==> config.mk <==
export PLATFORM = sky130hd
export DESIGN_NAME = reg_file
export DESIGN_NICKNAME = d
export VERILOG_FILES = /design/src/seed_pkg.sv /design/src/reg_file.sv
export SDC_FILE = /design/constraint.sdc
export NUM_CORES = 2
export LEC_CHECK = 0
export BUFFER_PORTS_ARGS = -buffer_cell sky130_fd_sc_hd__buf_2
export CORE_MARGIN = 4
export CORE_UTILIZATION = 30
export DETAILED_ROUTE_END_ITERATION = 12
export GPL_ROUTABILITY_DRIVEN = 1
export HOLD_SLACK_MARGIN = 0.15
export REMOVE_ABC_BUFFERS = 1
export SYNTH_ARGS = -nofsm -noshare
export SYNTH_HDL_FRONTEND = slang
export SYNTH_SLANG_ARGS = --single-unit
==> constraint.sdc <==
create_clock -name clk -period 5.74 [get_ports clk]
set_input_delay 0.287 -clock clk [delete_from_list [all_inputs] [get_ports clk]]
set_output_delay 0.287 -clock clk [all_outputs]
set_load 0.1 [all_outputs]
==> src/seed_pkg.sv <==
// widths, reset pc, opcode / alu / branch enums and funct3 codes for the core
package seed_pkg;

    localparam int XLEN       = 64;
    localparam int ILEN       = 32;
    localparam int REG_ADDR_W = 5;

    localparam logic [XLEN-1:0] RESET_PC    = 64'h0;
    localparam logic [ILEN-1:0] EBREAK_INST = 32'h0010_0073;

    // major opcodes, bits [6:0] of the instruction
    typedef enum logic [6:0] {
        OPC_OP     = 7'b0110011,
        OPC_OP_IMM = 7'b0010011,
        OPC_LUI    = 7'b0110111,
        OPC_BRANCH = 7'b1100011,
        OPC_JAL    = 7'b1101111,
        OPC_JALR   = 7'b1100111,
        OPC_SYSTEM = 7'b1110011
    } opcode_e;

    typedef enum logic [3:0] {
        ALU_ADD,
        ALU_SUB,
        ALU_AND,
        ALU_OR,
        ALU_XOR,
        ALU_SLL,
        ALU_SRL,
        ALU_SRA,
        ALU_SLT,
        ALU_SLTU,
        ALU_PASS_B // lui
    } alu_op_e;

    typedef enum logic [2:0] {
        BR_NONE,
        BR_EQ,
        BR_NE,
        BR_LT,
        BR_GE,
        BR_JUMP,  // jal
        BR_JUMPR  // jalr
    } br_kind_e;

    // funct3 of OP / OP_IMM
    localparam logic [2:0] F3_ADD_SUB = 3'b000;
    localparam logic [2:0] F3_SLL     = 3'b001;
    localparam logic [2:0] F3_SLT     = 3'b010;
    localparam logic [2:0] F3_SLTU    = 3'b011;
    localparam logic [2:0] F3_XOR     = 3'b100;
    localparam logic [2:0] F3_SRL_SRA = 3'b101;
    localparam logic [2:0] F3_OR      = 3'b110;
    localparam logic [2:0] F3_AND     = 3'b111;

    // funct3 of BRANCH and JALR
    localparam logic [2:0] F3_BEQ  = 3'b000;
    localparam logic [2:0] F3_BNE  = 3'b001;
    localparam logic [2:0] F3_BLT  = 3'b100;
    localparam logic [2:0] F3_BGE  = 3'b101;
    localparam logic [2:0] F3_JALR = 3'b000;

endpackage

==> src/reg_file.sv <==
// register file with 31 64-bit registers, two bypassed read ports and x0 hardwired
`timescale 1ns/100ps
module reg_file (
    input  logic                           clk,
    input  logic                           reset_i,
    input  logic [seed_pkg::REG_ADDR_W-1:0] ra1_i,
    input  logic [seed_pkg::REG_ADDR_W-1:0] ra2_i,
    output logic [seed_pkg::XLEN-1:0]       rd1_o,
    output logic [seed_pkg::XLEN-1:0]       rd2_o,
    input  logic                           we_i,
    input  logic [seed_pkg::REG_ADDR_W-1:0] wa_i,
    input  logic [seed_pkg::XLEN-1:0]       wd_i
);
    import seed_pkg::*;

    logic [XLEN-1:0] regs [1:31];

    always_ff @(posedge clk) begin
        if (reset_i) begin
            for (int i = 1; i < 32; i++)
                regs[i] <= '0;
        end else if (we_i && wa_i != '0) begin
            regs[wa_i] <= wd_i;
        end
    end

    function automatic logic [XLEN-1:0] read_port(input logic [REG_ADDR_W-1:0] ra);
        if (ra == '0)
            return '0;
        if (we_i && wa_i == ra)
            return wd_i; // same-cycle write
        return regs[ra];
    endfunction

    always_comb begin
        rd1_o = read_port(ra1_i);
        rd2_o = read_port(ra2_i);
    end

endmodule

==> results.yml <==
run_status:
  outcome: "completed"
layout:
  max_ffs_per_register: 2048
  largest_registers: "regs: 2048 flops"
  layout-drive-gt1-share_pct: 25.71
  fin_util_pct: 34.18
  area_growth_syn_to_layout_pct: 13.09
  largest_register: "regs"
  layout.nets: 6996
global_routing:
  grt-ovfl-total: 0
  grt_pass1_vias: 70519
  antenna_violations_before_repair: 59
  maximum_number_of_pins_on_one_net_before_global_route_repair: 106
  groute.usage.overall_pct: 22.21
  grt_first_pass_wirelength_mm: 581.1
yosys:
  synth_top_area_share_pct: 57.00
  post_synth_instance_area_um2: 107900
  synth_seq_area_share_pct: 57.00
  synth-async-reset-ratio_pct: 0
  yosys_warnings: 0
  ys.flop_type: "sky130_fd_sc_hd__edfxtp_1"
  synth_top_cell_by_area: "sky130_fd_sc_hd__edfxtp_1"
  synth_area_leaders: "sky130_fd_sc_hd__edfxtp_1 (57%), sky130_fd_sc_hd__mux4_2 (21%), sky130_fd_sc_hd__and2_1 (12%)"
  synth_commonest_cells: "sky130_fd_sc_hd__edfxtp_1 (2,048), sky130_fd_sc_hd__and2_1 (1,987), sky130_fd_sc_hd__mux4_2 (1,015)"
  synthMostInstantiatedCell: "sky130_fd_sc_hd__edfxtp_1"
  syn_inst: 6944
  number_of_different_library_cells_in_the_post_synthesis_netlist: 52
  synthesis.area_per_instance_um2: 15.54
  synth_enable_flop_cells: 2048
  ys_ff_latch: 2048
placement:
  routabilityCongestion: 0.8323
  placement.io_buffers: 209
  place_hpwl_mm: 243.3
critical_path:
  cell_family_with_most_cp_delay: "buffers and inverters"
  cp_slowest_cell: "sky130_fd_sc_hd__nor4_1"
  worst_setup_path_start_kind: "primary input"
  crit_fanout: 23
  cp_cell_sequence: "buf_2, inv_1, nand3_4, buf_4, o22ai_1, nor4_1, a22o_1, buf_2"
  timing.critical_path.slowest_cell_delay_ps: 1160
  critical_path_required_ps: 5450
  setup.worst_path.class: "primary input to output pin"
  path_common_cell: "sky130_fd_sc_hd__buf_2"
  crit_path_end_kind: "output pin"
  worst-path-buf-inv: 4
  cp.arrival_ps: 4690
routing:
  wl_per_cell_um: 35.68
  detail_route.iter0.violations: 10181
  final_antenna_net_count: 0
  routed_via_count: 70019
  drt-pass1-iter-count: 8
  via_per_inst: 5.905
  drt_wl_total_mm: 423.1
  drc: 0
floorplanning:
  core_area_um2: 357000
  floorplan.die_area_um2: 369300
  fp.dieW_um: 607.7
  starting_density_of_the_core_pct: 30.22
  row_count: 219
  io_pins: 210
  die_height_um: 607.7
sta:
  final_max_slew_viol_count: 0
  hold_violations: 0
  tightest_slew_ps: 1400
  layout_worst_path_cycle_share_pct: 86.67
  setup-violations-final: 0
  maximum_clock_frequency_mhz: 201.0
  max_slew_margin_pct: 5.800
  post-route-min-period_ps: 4975
  grt_setup_unrepaired: "false"
  fin_tns_setup_ps: 0
pwr:
  peakVddDrop_mv: 0.2221
  total_leakage_power_nw: 41.06
  power-per-cell-area_nw_per_um2: 308.8
min_path:
  timing.hold.worst.start: "wd_i[24]"
  worst_hold_path_type: "primary input to flop"
  timing.hold.worst_path_depth: 2
  worst_hold_path.endpoint: "regs[0][24]"
clock_tree:
  cts.sinks: 2048
  ctsLongestPathBuffers: 4
  post_cts_hold_buffer_count: 64
  number_of_buffers_added_for_setup_after_cts: 0
  clockRootBuffer: "sky130_fd_sc_hd__clkbuf_16"
  post_cts_resized: 0
  tritoncts.num_buffers: 214
  cts_tree: "built"
  cts.htree.levels: 4
  clk_transition_reported_paths_ps: 60
run:
  timing.max_cap.violations: 0
-- power breakdown --
part / internal [mW] / switching [mW] / total [mW]
combinational: 1.85 / 3.91 / 5.76
clock: 8.10 / 6.13 / 14.2
sequential: 17.3 / 0.411 / 17.7
-- how the worst max path moves through the flow --
stage / from / endpoint / slack (ps) / cells past startpoint
floorplan: ra1_i[1] / rd1_o[0] / 420 / 4
global placement: ra2_i[4] / rd2_o[18] / 850 / 8
detailed placement: ra2_i[4] / rd2_o[56] / 890 / 8
CTS: ra2_i[4] / rd2_o[56] / 870 / 8
global route: ra2_i[4] / rd2_o[56] / 780 / 8
finish: ra2_i[4] / rd2_o[28] / 770 / 8
-- area by class of cell --
class | instances | area (um^2)
clock inverter | 123 | 1297
fill | 33841 | 235000
timing repair buffer | 478 | 3791
inverter | 3 | 16.27
antenna | 31 | 77.57
tap | 4751 | 5944
clock buffer | 255 | 5573
sequential | 2048 | 61500
multi-input combinational | 4169 | 43830
-- cell usage in the layout (no fill, tap or decap), types with 38 or more instances in the layout --
cell                            synthesis  final
sky130_fd_sc_hd__o22ai_1              214    214
sky130_fd_sc_hd__nand2_1               85     79
sky130_fd_sc_hd__clkinv_1               1     47
sky130_fd_sc_hd__buf_4                 33    164
sky130_fd_sc_hd__dlygate4sd3_1          0     64
sky130_fd_sc_hd__and2_1              1987   1985
sky130_fd_sc_hd__conb_1                 1     64
sky130_fd_sc_hd__nand3_1               48     45
sky130_fd_sc_hd__buf_12                 0     41
sky130_fd_sc_hd__mux2i_1              183    183
sky130_fd_sc_hd__a22oi_1              106    106
sky130_fd_sc_hd__edfxtp_1            2048   2048
sky130_fd_sc_hd__a211oi_1              54     54
sky130_fd_sc_hd__buf_2                128    203
sky130_fd_sc_hd__mux4_2              1015   1015
sky130_fd_sc_hd__a22o_1               116    116
sky130_fd_sc_hd__a21oi_1               40     40
sky130_fd_sc_hd__clkbuf_16              0    217
sky130_fd_sc_hd__clkbuf_1             572     38
-- logic make-up (layout without fill, tap and decap cells) --
logic type | Yosys count | in the layout | share of synthesized area (%)
xor+xnor | 10 | 10 | 0.08117
compound gates | 585 | 585 | 3.904
flops | 2048 | 2048 | 57.00
simple gates | 2303 | 2303 | 12.99
other cells | 1 | 95 | 0.003475
buf+inv | 790 | 859 | 3.053
mux | 1207 | 1207 | 22.98
-- metal layers --
layer  routed length [um]  share of wire, %  global-route usage (%)  vias up
met5                   92             0.022                       0        -
met4                25670               6.1                   11.94       16
met3                48690                12                   5.788     1113
met2               198500                47                   35.59     5148
met1               150100                35                   27.50    36833
li1                     -                 -                       -    26909
-- stage by stage --
step           power (mW)  cells  area, um^2  setup WS, ps  hold slack [ps]
4_1_cts             37.75  11827      121900         870.9            401.6
6_report            37.68  11858      122000         765.4            447.7
3_3_place_gp        23.59  11384      114400         851.7            786.7
3_5_place_dp        23.68  11385      114400         887.9            794.2
5_1_grt             38.63  11834      122000         777.5            464.7
2_1_floorplan       21.17   6220      104900         422.9            385.9
Power figures use the tool's default switching activity.
