[src/seed_pkg.sv]
// widths, reset pc, opcode / alu / branch enums and funct3 codes for the core
package seed_pkg;

    localparam int XLEN       = 64;
    localparam int ILEN       = 32;
    localparam int REG_ADDR_W = 5;

    localparam logic [XLEN-1:0] RESET_PC    = 64'h0;
    localparam logic [ILEN-1:0] EBREAK_INST = 32'h0010_0073;

    // major opcodes, bits [6:0] of the instruction
    typedef enum logic [6:0] {
        OPC_OP     = 7'b0110011,
        OPC_OP_IMM = 7'b0010011,
        OPC_LUI    = 7'b0110111,
        OPC_BRANCH = 7'b1100011,
        OPC_JAL    = 7'b1101111,
        OPC_JALR   = 7'b1100111,
        OPC_SYSTEM = 7'b1110011
    } opcode_e;

    typedef enum logic [3:0] {
        ALU_ADD,
        ALU_SUB,
        ALU_AND,
        ALU_OR,
        ALU_XOR,
        ALU_SLL,
        ALU_SRL,
        ALU_SRA,
        ALU_SLT,
        ALU_SLTU,
        ALU_PASS_B // lui
    } alu_op_e;

    typedef enum logic [2:0] {
        BR_NONE,
        BR_EQ,
        BR_NE,
        BR_LT,
        BR_GE,
        BR_JUMP,  // jal
        BR_JUMPR  // jalr
    } br_kind_e;

    // funct3 of OP / OP_IMM
    localparam logic [2:0] F3_ADD_SUB = 3'b000;
    localparam logic [2:0] F3_SLL     = 3'b001;
    localparam logic [2:0] F3_SLT     = 3'b010;
    localparam logic [2:0] F3_SLTU    = 3'b011;
    localparam logic [2:0] F3_XOR     = 3'b100;
    localparam logic [2:0] F3_SRL_SRA = 3'b101;
    localparam logic [2:0] F3_OR      = 3'b110;
    localparam logic [2:0] F3_AND     = 3'b111;

    // funct3 of BRANCH and JALR
    localparam logic [2:0] F3_BEQ  = 3'b000;
    localparam logic [2:0] F3_BNE  = 3'b001;
    localparam logic [2:0] F3_BLT  = 3'b100;
    localparam logic [2:0] F3_BGE  = 3'b101;
    localparam logic [2:0] F3_JALR = 3'b000;

endpackage

[src/decoder.sv]
// decode stage register, immediates, control decode and operand forwarding
`timescale 1ns/100ps
module decoder (
    input  logic                           clk,
    input  logic                           reset_i,
    input  logic [seed_pkg::XLEN-1:0]       f_pc_i,
    input  logic [seed_pkg::ILEN-1:0]       f_inst_i,
    input  logic                           f_valid_i,
    input  logic                           kill_i,
    output logic [seed_pkg::REG_ADDR_W-1:0] rs1_addr_o,
    output logic [seed_pkg::REG_ADDR_W-1:0] rs2_addr_o,
    input  logic [seed_pkg::XLEN-1:0]       rs1_data_i,
    input  logic [seed_pkg::XLEN-1:0]       rs2_data_i,
    input  logic                           ex_fwd_we_i,
    input  logic [seed_pkg::REG_ADDR_W-1:0] ex_fwd_rd_i,
    input  logic [seed_pkg::XLEN-1:0]       ex_fwd_data_i,
    input  logic                           rt_fwd_we_i,
    input  logic [seed_pkg::REG_ADDR_W-1:0] rt_fwd_rd_i,
    input  logic [seed_pkg::XLEN-1:0]       rt_fwd_data_i,
    output logic                           d_valid_o,
    output logic [seed_pkg::XLEN-1:0]       d_pc_o,
    output logic [seed_pkg::XLEN-1:0]       d_op_a_o,
    output logic [seed_pkg::XLEN-1:0]       d_op_b_o,
    output logic [seed_pkg::XLEN-1:0]       d_imm_o,
    output seed_pkg::alu_op_e              d_alu_op_o,
    output seed_pkg::br_kind_e             d_br_kind_o,
    output logic [seed_pkg::REG_ADDR_W-1:0] d_rd_o,
    output logic                           d_we_o,
    output logic                           d_use_imm_o,
    output logic                           d_ebreak_o
);
    import seed_pkg::*;

    logic            valid_q;
    logic [XLEN-1:0] pc_q;
    logic [ILEN-1:0] inst_q;

    opcode_e         opcode;
    logic [2:0]      funct3;
    logic [XLEN-1:0] imm_i, imm_b, imm_j, imm_u;
    logic            known;
    logic            alt;   // inst[30] selects sub or sra

    always_ff @(posedge clk) begin
        if (reset_i)
            valid_q <= 1'b0;
        else
            valid_q <= f_valid_i & ~kill_i; // shadow of a taken branch
        pc_q   <= f_pc_i;
        inst_q <= f_inst_i;
    end

    assign opcode = opcode_e'(inst_q[6:0]);
    assign funct3 = inst_q[14:12];
    assign alt    = inst_q[30];

    assign imm_i = {{52{inst_q[31]}}, inst_q[31:20]};
    assign imm_b = {{52{inst_q[31]}}, inst_q[7], inst_q[30:25], inst_q[11:8], 1'b0};
    assign imm_j = {{44{inst_q[31]}}, inst_q[19:12], inst_q[20], inst_q[30:21], 1'b0};
    assign imm_u = {{32{inst_q[31]}}, inst_q[31:12], 12'b0};

    always_comb begin
        d_alu_op_o  = ALU_ADD;
        d_br_kind_o = BR_NONE;
        d_we_o      = 1'b0;
        d_use_imm_o = 1'b0;
        d_imm_o     = imm_i;
        d_ebreak_o  = 1'b0;
        known       = 1'b1;
        case (opcode)
            OPC_OP, OPC_OP_IMM: begin
                d_we_o      = 1'b1;
                d_use_imm_o = (opcode == OPC_OP_IMM);
                case (funct3)
                    F3_ADD_SUB: d_alu_op_o = (alt && opcode == OPC_OP) ? ALU_SUB : ALU_ADD;
                    F3_SLL:     d_alu_op_o = ALU_SLL;
                    F3_SLT:     d_alu_op_o = ALU_SLT;
                    F3_SLTU:    d_alu_op_o = ALU_SLTU;
                    F3_XOR:     d_alu_op_o = ALU_XOR;
                    F3_SRL_SRA: d_alu_op_o = alt ? ALU_SRA : ALU_SRL;
                    F3_OR:      d_alu_op_o = ALU_OR;
                    F3_AND:     d_alu_op_o = ALU_AND;
                    default:    d_alu_op_o = ALU_ADD;
                endcase
            end
            OPC_LUI: begin
                d_we_o      = 1'b1;
                d_use_imm_o = 1'b1;
                d_imm_o     = imm_u;
                d_alu_op_o  = ALU_PASS_B;
            end
            OPC_BRANCH: begin
                d_imm_o = imm_b;
                case (funct3)
                    F3_BEQ:  d_br_kind_o = BR_EQ;
                    F3_BNE:  d_br_kind_o = BR_NE;
                    F3_BLT:  d_br_kind_o = BR_LT;
                    F3_BGE:  d_br_kind_o = BR_GE;
                    default: known = 1'b0; // bltu / bgeu not supported
                endcase
            end
            OPC_JAL: begin
                d_we_o      = 1'b1;
                d_imm_o     = imm_j;
                d_br_kind_o = BR_JUMP;
            end
            OPC_JALR: begin
                d_we_o      = 1'b1;
                d_br_kind_o = BR_JUMPR;
                known       = (funct3 == F3_JALR);
            end
            OPC_SYSTEM: begin
                d_ebreak_o = (inst_q == EBREAK_INST);
                known      = d_ebreak_o;
            end
            default: known = 1'b0;
        endcase
    end

    // execute wins over retire, retire over the register file
    function automatic logic [XLEN-1:0] pick_operand(input logic [REG_ADDR_W-1:0] addr,
                                                     input logic [XLEN-1:0] rf_data);
        if (ex_fwd_we_i && ex_fwd_rd_i != '0 && ex_fwd_rd_i == addr)
            return ex_fwd_data_i;
        if (rt_fwd_we_i && rt_fwd_rd_i != '0 && rt_fwd_rd_i == addr)
            return rt_fwd_data_i;
        return rf_data;
    endfunction

    assign rs1_addr_o = inst_q[19:15];
    assign rs2_addr_o = inst_q[24:20];

    always_comb begin
        d_op_a_o = pick_operand(rs1_addr_o, rs1_data_i);
        d_op_b_o = pick_operand(rs2_addr_o, rs2_data_i);
    end

    assign d_valid_o = valid_q & known; // unknown opcode becomes a bubble
    assign d_pc_o    = pc_q;
    assign d_rd_o    = inst_q[11:7];

endmodule

[config.mk]
export PLATFORM = sky130hd
export DESIGN_NAME = decoder
export DESIGN_NICKNAME = d
export VERILOG_FILES = /design/src/seed_pkg.sv /design/src/decoder.sv
export SDC_FILE = /design/constraint.sdc
export NUM_CORES = 1
export LEC_CHECK = 0
export BUFFER_PORTS_ARGS = -buffer_cell sky130_fd_sc_hd__buf_4
export CAP_MARGIN = 15
export CORE_AREA = 2 2 256 258
export DETAILED_ROUTE_END_ITERATION = 10
export DIE_AREA = 0 0 258 260
export SYNTH_ARGS = -nofsm -noshare
export SYNTH_HDL_FRONTEND = slang
export SYNTH_SLANG_ARGS = --single-unit
[constraint.sdc]
create_clock -name clk -period 3.6 [get_ports clk]
set_input_delay 0.72 -clock clk [delete_from_list [all_inputs] [get_ports clk]]
set_output_delay 0.72 -clock clk [all_outputs]
set_load 0.1 [all_outputs]
==> results of run 1 <==
-- sequential cells by signal (all words and copies together), names as in the netlist --
register	count
inst_q	32
valid_q	1
d_pc_o	64
-- synth_stat cells, drive strengths merged --
cell type    n
a21o        12
a21oi        5
a22o         4
a31oi      130
and2         7
and3         4
and3b        1
and4b        1
buf        120
clkbuf      56
dfxtp       97
inv          2
nand2       18
nand2b       2
nand3        3
nand3b       2
nand4      133
nand4bb      1
nor2        11
nor2b        1
nor3       134
nor3b        1
nor4         4
nor4b        2
nor4bb       1
o211a        1
o211ai       2
o21a         1
o21ai        5
o221ai       1
o31a         1
o31ai      128
o41ai        1
or2          4
or3          2
or3b         1
or4          3
xnor2       10
xor2        11
-- layout make-up --
class	count	area share, %
timing repair buffer	761	41.9
multi-input combinational	648	34.9
sequential	97	13.6
tap	855	7.44
clock buffer	9	1.57
clock inverter	7	0.592
inverter	2	0.0522
antenna	3	0.0522
-- timing repair --
action                                  4_1_cts  5_1_grt
resized for setup                             6        2
buffers inserted                              2        0
endpoints found under the setup margin       97        2
pin swaps                                     1        0
-- cells by family (layout without fill, tap and decap cells) --
kind of cell	count (synthesis)	after routing	share of synthesized area [%]
simple gates	336	336	26.9
other cells	0	3	0
flops	97	97	27.3
xor+xnor	21	21	2.58
compound gates	291	291	28.4
buf+inv	178	779	14.9
-- per-layer routing --
layer  wire length, µm  vias up  part of all wire (%)
li1                  -     4841                     -
met1             21400     5120                    37
met2             29500      828                    51
met3              5430      141                   9.3
met4              1740       10                   3.0
met5                57        -                 0.098
-- report_power, final --
group	internal (mW)	total, mW	switching (mW)	leakage (nW)
clock network	0.495	0.974	0.480	0.146
registers	1.13	1.18	0.0526	0.819
logic	0.801	3.05	2.25	4.72
-- final timing paths --
kind	cells after the start	from	end
hold / removal	1	f_inst_i[12]	inst_q[12]$_DFF_P_
setup / recovery	8	ex_fwd_rd_i[1]	d_op_a_o[40]
==> impl_metrics.csv, run 1 <==
group,metric,value,unit
finish,fin_nets,1887,
worst_setup_path,worst_setup_path_start_kind,"primary input",
grt,grt.busiest_layer,"met2",
finish,seqCellArea,1950,µm²
clock_network,cts_buffer_depth,2,
drt,ant_nets,0,
drt,routed_wl,58.1,mm
power,power_density,362,nW/µm²
worst_setup_path,critPathMaxStageDelay,0.57,ns
grt,grt_use_met2,29.9,%
drt,dr.first_iter.drc_count,1402,
flow_run,drv_cap,0,
grt,grt_use_total,16.1,%
placed_design,place.gp.congestion,0.955,
sta,tightest_slew,0.824,ns
grt,grt_pass1_vias,10800,
worst_setup_path,crit_top_cell,"buf_12",
logic_synthesis,syn_area_per_cell,7.71,µm²
finish,layout_common_cells,"736 x buf_4, 133 x nand4_1, 131 x nor3_1",
floorplan,core_area,64100,µm²
placed_design,place_area,14000,µm²
sta,post-route-min-period,3.53,ns
worst_setup_path,timing.critical_path.buf_inv,4,
drt,wl_per_cell,24.4,µm
finish,final_cell_area,14400,µm²
clock_network,htree_levels,3,
drt,vias,10900,
worst_setup_path,cp.required,2.88,ns
clock_network,root_buffer,"clkbuf_16",
finish,num-fill-cells,7060,
worst_setup_path,cp_data_arrival_time,2.81,ns
floorplan,die_area,67100,µm²
logic_synthesis,yosysWarnings,0,
logic_synthesis,synthesis.nets,1291,
logic_synthesis,synthTopCellsByArea,"dfxtp_1 27%, o31ai_1 13%, nand4_1 12%",
grt,grt_overflow,0,
finish,layout-drive-gt1-share,61.2,%
sta,fin_crit_sh,97.9,%
sta,fin_setup_tns,0,ns
logic_synthesis,synth_top_area_share,27.3,%
floorplan,die-width,258,µm
finish,multi_input_area,5010,µm²
finish,fin_cells,2382,
grt,grt_max_degree,65,
grt,grt_pass1_wl,78.0,mm
finish,utilization,22.4,%
worst_setup_path,critical_path_class,"primary input to output pin",
logic_synthesis,synth.ff_latch_count,97,
finish,final_common_cell,"buf_4",
logic_synthesis,synthCells,923,
placed_design,io_buffers,649,
clock_network,clk_pin_slew_worst_paths,0.08,ns
floorplan,die_y,260,µm
placed_design,pre_cts_ws,0.0761,ns
sta,final-hold-violation-count,0,
sta,setup_viol,0,
clock_network,clock-sinks,97,
power,power,5.21,mW
power,p_leak,5.68,nW
worst_setup_path,crit_slowest_cell,"or4_4",
sta,setup_slack,0.0739,ns
placed_design,dp_hpwl,46.7,mm
sta,hold_ws,0.445,ns
drt,drc,0,
floorplan,num_rows,93,
floorplan,ios,650,
sta,slew_headroom,44.6,%
clock_network,hold_buffers,0,
finish,area_delta_synth_final,102,%
clock_network,cts_made_buffers,9,
drt,avgViaCountPerCell,4.59,
sta,grt_setup_unrepaired,"false",
worst_setup_path,crit_fanout,41,
worst_hold_path,hold_class,"primary input to flip-flop",
grt,grtUsageMet3,4.02,%
logic_synthesis,yosysTopAreaCell,"dfxtp_1",
power,vdd_drop_max,0.000527,V
clock_network,cts_tree,"done",
grt,antenna_found_initial,12,
worst_setup_path,cp_top_family,"buffers and inverters",
floorplan,initial_core_util,11.1,%
logic_synthesis,yosysSeqAreaShare,27.3,%
sta,timing.fmax,0.284,GHz
placed_design,dp.cells,2361,
logic_synthesis,ys_types,50,
grt,met1_usage,18.0,%
drt,first_pass_iters,5,
sta,slew_violations,0,
worst_setup_path,cp-end-kind,"output pin",
worst_setup_path,crit_chain,"buf_4, or4_4, o211ai_4, buf_12, buf_12, nor3_1, a31oi_2, buf_6",
logic_synthesis,syn-cell-area,7120,µm²
run_status,status,"finished, final reports clean",
Note: power is estimated with default switching activity, not from simulation.
==> inputs of run 2 (changes only) <==
- CORE_AREA: 2 2 256 258 -> 3 3 250 252
- DIE_AREA: 0 0 258 260 -> 0 0 253 255
- GPL_TIMING_DRIVEN: unset -> 0
- REMOVE_ABC_BUFFERS: unset -> 1
==> impl_metrics.csv, run 2 (synthesized netlist as in run 1, its figures left out) <==
group,metric,value,unit
grt,grt_pass1_vias,10700,
drt,ant_nets,0,
grt,grt_overflow,0,
finish,num-fill-cells,6611,
floorplan,die_area,64500,µm²
sta,timing.fmax,0.278,GHz
worst_setup_path,cp.required,2.88,ns
power,p_leak,5.59,nW
clock_network,clk_pin_slew_worst_paths,0.08,ns
clock_network,htree_levels,3,
clock_network,clock-sinks,97,
finish,layout_common_cells,"645 x buf_4, 133 x nand4_1, 132 x nor3_1",
clock_network,cts_tree,"done",
worst_setup_path,worst_setup_path_start_kind,"primary input",
floorplan,die-width,253,µm
finish,area_delta_synth_final,92.0,%
flow_run,drv_cap,0,
floorplan,ios,650,
clock_network,cts_made_buffers,9,
worst_setup_path,critical_path_class,"primary input to output pin",
finish,largest_reg_flops,64,
grt,antenna_found_initial,31,
floorplan,num_rows,90,
drt,dr.first_iter.drc_count,1395,
drt,wl_per_cell,29.3,µm
sta,fin_crit_sh,100,%
floorplan,core_area,60400,µm²
run_status,violations,"setup timing",
sta,post-route-min-period,3.60,ns
sta,fin_setup_tns,-0.00115,ns
finish,final_common_cell,"buf_4",
finish,layout-drive-gt1-share,52.1,%
placed_design,place.gp.congestion,0.860,
worst_setup_path,cp_data_arrival_time,2.88,ns
floorplan,initial_core_util,11.8,%
drt,wl_met2,34.3,mm
drt,first_pass_iters,7,
grt,grt_max_degree,73,
sta,setup_viol,1,
sta,tightest_slew,1.06,ns
power,p_int,2.39,mW
clock_network,root_buffer,"clkbuf_16",
drt,met3_length,7.04,mm
placed_design,io_buffers,649,
power,power_density,382,nW/µm²
drt,routed_wl,66.8,mm
run_status,status,"finished with violations",
power,swShare,54.1,%
power,p_comb_share,58.3,%
power,p_sw,2.82,mW
worst_setup_path,crit_fanout,42,
grt,grt_use_total,18.8,%
drt,drc,0,
worst_hold_path,hold_path_depth,1,
sta,final-hold-violation-count,0,
sta,slew_violations,0,
sta,setup_slack,-0.00115,ns
finish,fin_cells,2275,
finish,fin_nets,1849,
worst_hold_path,hold_class,"primary input to flip-flop",
grt,grt_pass1_wl,86.0,mm
sta,grt_setup_unrepaired,"true",
drt,met1_length,23.0,mm
placed_design,dp.cells,2208,
drt,avgViaCountPerCell,5.02,
sta,slew_headroom,29.6,%
clock_network,cts_buffer_depth,2,
placed_design,pre_cts_ws,-0.925,ns
power,clkPwrFrac,18.7,%
floorplan,die_y,255,µm
power,power,5.22,mW
power,p_seq_share,23.0,%
power,vdd_drop_max,0.000295,V
worst_setup_path,cp-end-kind,"output pin",
drt,top_layer_used,"met5",
drt,vias,11400,
placed_design,dp_hpwl,48.3,mm
-- run 2: changes by cell type in the layout (fill, tap and decap cells not counted), moves of 8 or more --
| cell | delta |
|---|---|
| buf_8 | +11 |
| buf_4 | -91 |
| or2_4 | +8 |
| a31oi_2 | -126 |
| buf_6 | +19 |
| a31oi_1 | +126 |
-- run 2: final cells by class --
type	instances	area (µm²)	share of cell area, %
Multi-Input combinational cell	657	4380	32.1
Tap cell	782	978	7.16
Timing Repair Buffer	714	6030	44.2
Clock inverter	6	62.6	0.458
Antenna cell	8	20.0	0.147
Clock buffer	9	225	1.65
Inverter	2	7.51	0.0549
Sequential cell	97	1950	14.3
-- run 2: through the flow --
step           instance area [µm²]  hold WS [ns]  utilization, %
6_report                     13700         0.451            22.6
5_1_grt                      13700         0.426            22.6
4_1_cts                      13300         0.432            22.0
3_5_place_dp                 12600         0.826            20.8
3_3_place_gp                 11900         0.824            19.7
2_1_floorplan                 6070         0.748               -
-- run 2: power by group through the flow --
stage	Clock [mW]	Combinational, mW	Sequential (mW)
detailed placement	0	2.88	1.22
CTS	1.01	2.98	1.20
floorplan	0	1.35	1.68
finish	0.977	3.04	1.20
global placement	0	2.75	1.22
global route	1.05	3.11	1.21
-- run 2: worst max-delay path, stage by stage --
cell and delay, ns:
buf_4 0.15, or4_4 0.60, o21ai_4 0.24, buf_12 0.21, buf_16 0.21, o31ai_1 0.11, a31oi_1 0.30, buf_6 0.28
-- run 2: final timing paths --
path	start	to	slack [ns]
setup / recovery	rt_fwd_rd_i[2]	d_op_a_o[35]	-0.001
hold / removal	f_inst_i[24]	inst_q[24]$_DFF_P_	0.45
-- run 2: routing by layer --
layer / up-vias / global-route usage (%)
met4: 10 / 6.10
met1: 5378 / 19.8
met3: 211 / 6.12
met2: 1072 / 35.2
met5: - / 0.366
li1: 4758 / -
-- run 2: timing repair --
item / CTS / global route
endpoints found under the hold margin: 0 / 0
pin swaps: 12 / 12
resized for setup: 30 / 21
endpoints found under the setup margin: 128 / 82
gates cloned: 8 / 3
hold buffers: 0 / 0
buffers inserted: 21 / 12
==> inputs of run 3 (changes only) <==
- clock period: 3.6 -> 4.2 ns (I/O delays scaled with it)
==> impl_metrics.csv, run 3 (synthesized netlist as in run 1, its figures left out) <==
group,metric,value,unit
worst_setup_path,cp_data_arrival_time,3.25,ns
placed_design,dp_hpwl,48.3,mm
floorplan,die_area,64500,µm²
floorplan,ios,650,
clock_network,cts_tree,"done",
drt,dr.first_iter.drc_count,1426,
drt,vias,11100,
sta,final-hold-violation-count,0,
floorplan,die_y,255,µm
finish,fin_nets,1824,
grt,grt_pass1_wl,83.5,mm
clock_network,root_buffer,"clkbuf_16",
sta,setup_viol,0,
floorplan,num_rows,90,
placed_design,io_buffers,649,
worst_hold_path,min_from,"f_inst_i[24]",
finish,area_delta_synth_final,83.3,%
clock_network,cts_buffer_depth,2,
clock_network,clock-sinks,97,
grt,grt_overflow,0,
sta,post-route-min-period,4.09,ns
drt,wl_met2,31.9,mm
sta,timing.fmax,0.244,GHz
worst_setup_path,cp-end-kind,"output pin",
finish,largest_reg_flops,64,
grt,grt_use_total,18.1,%
finish,final_cell_area,13000,µm²
sta,slew_violations,0,
clock_network,cts_made_buffers,9,
clock_network,clk_pin_slew_worst_paths,0.08,ns
flow_run,drv_cap,0,
drt,first_pass_iters,6,
placed_design,place_area,12600,µm²
worst_hold_path,hold_class,"primary input to flip-flop",
worst_setup_path,cp.required,3.36,ns
drt,met1_length,22.2,mm
drt,ant_nets,0,
power,p_leak,5.33,nW
drt,top_layer_used,"met5",
clock_network,hold_buffers,0,
grt,grt_max_degree,73,
power,vdd_drop_max,0.000256,V
drt,met3_length,7.03,mm
placed_design,dp.cells,2208,
sta,slew_headroom,28.7,%
floorplan,core_area,60400,µm²
sta,fin_crit_sh,97.4,%
power,power_density,337,nW/µm²
clock_network,htree_levels,3,
finish,fin_cells,2248,
finish,final_common_cell,"buf_4",
finish,layout_common_cells,"661 x buf_4, 133 x nand4_1, 132 x nor3_1",
run_status,status,"finished, final reports clean",
drt,drc,0,
placed_design,place.gp.congestion,0.860,
worst_setup_path,critical_path_class,"primary input to output pin",
grt,grt_pass1_vias,10600,
worst_setup_path,startpoint,"ex_fwd_rd_i[1]",
sta,tightest_slew,1.07,ns
floorplan,initial_core_util,11.8,%
floorplan,die-width,253,µm
drt,routed_wl,63.2,mm
drt,wl_per_cell,28.1,µm
worst_setup_path,worst_setup_path_start_kind,"primary input",
drt,avgViaCountPerCell,4.94,
finish,layout-drive-gt1-share,50.0,%
grt,antenna_found_initial,29,
sta,grt_setup_unrepaired,"false",
worst_setup_path,crit_fanout,33,
==> run 3: changes by cell type in the layout (fill, tap and decap cells not counted), sizes merged <==
cell,before,now
o21a,2,1
or2,11,8
buf,711,694
diode,8,6
or3,3,2
clkbuf,12,9
==> run 3: per-stage QoR <==
stage	power [mW]	setup WS (ns)	util, %	hold slack (ns)	TNS [ns]
after floorplan	2.60	-26.98	-	0.868	-1418.68
final	4.40	0.108	21.6	0.572	0
after global placement	3.40	-4.29	19.7	0.944	-509.96
after global routing	4.53	0.0639	21.6	0.546	0
after detailed placement	3.51	-0.565	20.8	0.946	-45.37
after CTS	4.40	0.0253	21.5	0.552	0
==> run 3: critical path, cell delays in order <==
cell,delay (ns)
buf_4,0.13
or4_4,0.57
o211ai_4,0.22
buf_12,0.15
buf_12,0.20
or2_4,0.58
a31oi_1,0.19
buf_4,0.27
==> run 3: power breakdown <==
part	internal, mW	switching [mW]	leakage [nW]
combinational	0.630	1.91	4.37
sequential	0.969	0.0560	0.818
clock	0.416	0.420	0.142
total	2.02	2.38	5.33
==> run 3: area by class of cell <==
class                   instances  area [µm²]
repair buffers                694        5590
inverters                       2        7.51
clock inverters                 6        62.6
fillers                      6646       47300
clock buffers                   9         225
flip-flops and latches         97        1940
multi-input cells             652        4230
well taps                     782         978
diodes                          6        15.0
==> run 3: path summary, 6_finish.rpt <==
| kind | to | slack, ns | cells after the start |
|---|---|---|---|
| max | d_op_a_o[62] | 0.11 | 8 |
| min | inst_q[24]$_DFF_P_ | 0.57 | 1 |
==> run 3: layer usage <==
metal | track usage (%) | up-vias
li1 | - | 4707
met5 | 0.366 | -
met2 | 33.6 | 962
met1 | 19.5 | 5220
met4 | 5.19 | 6
met3 | 6.03 | 202
==> run 3: repair_timing <==
item / 4_1_cts / 5_1_grt
setup buffers: 10 / 5
gates cloned: 4 / 0
resized for setup: 4 / 0
setup endpoints to repair: 128 / 3
pin swaps: 6 / 1
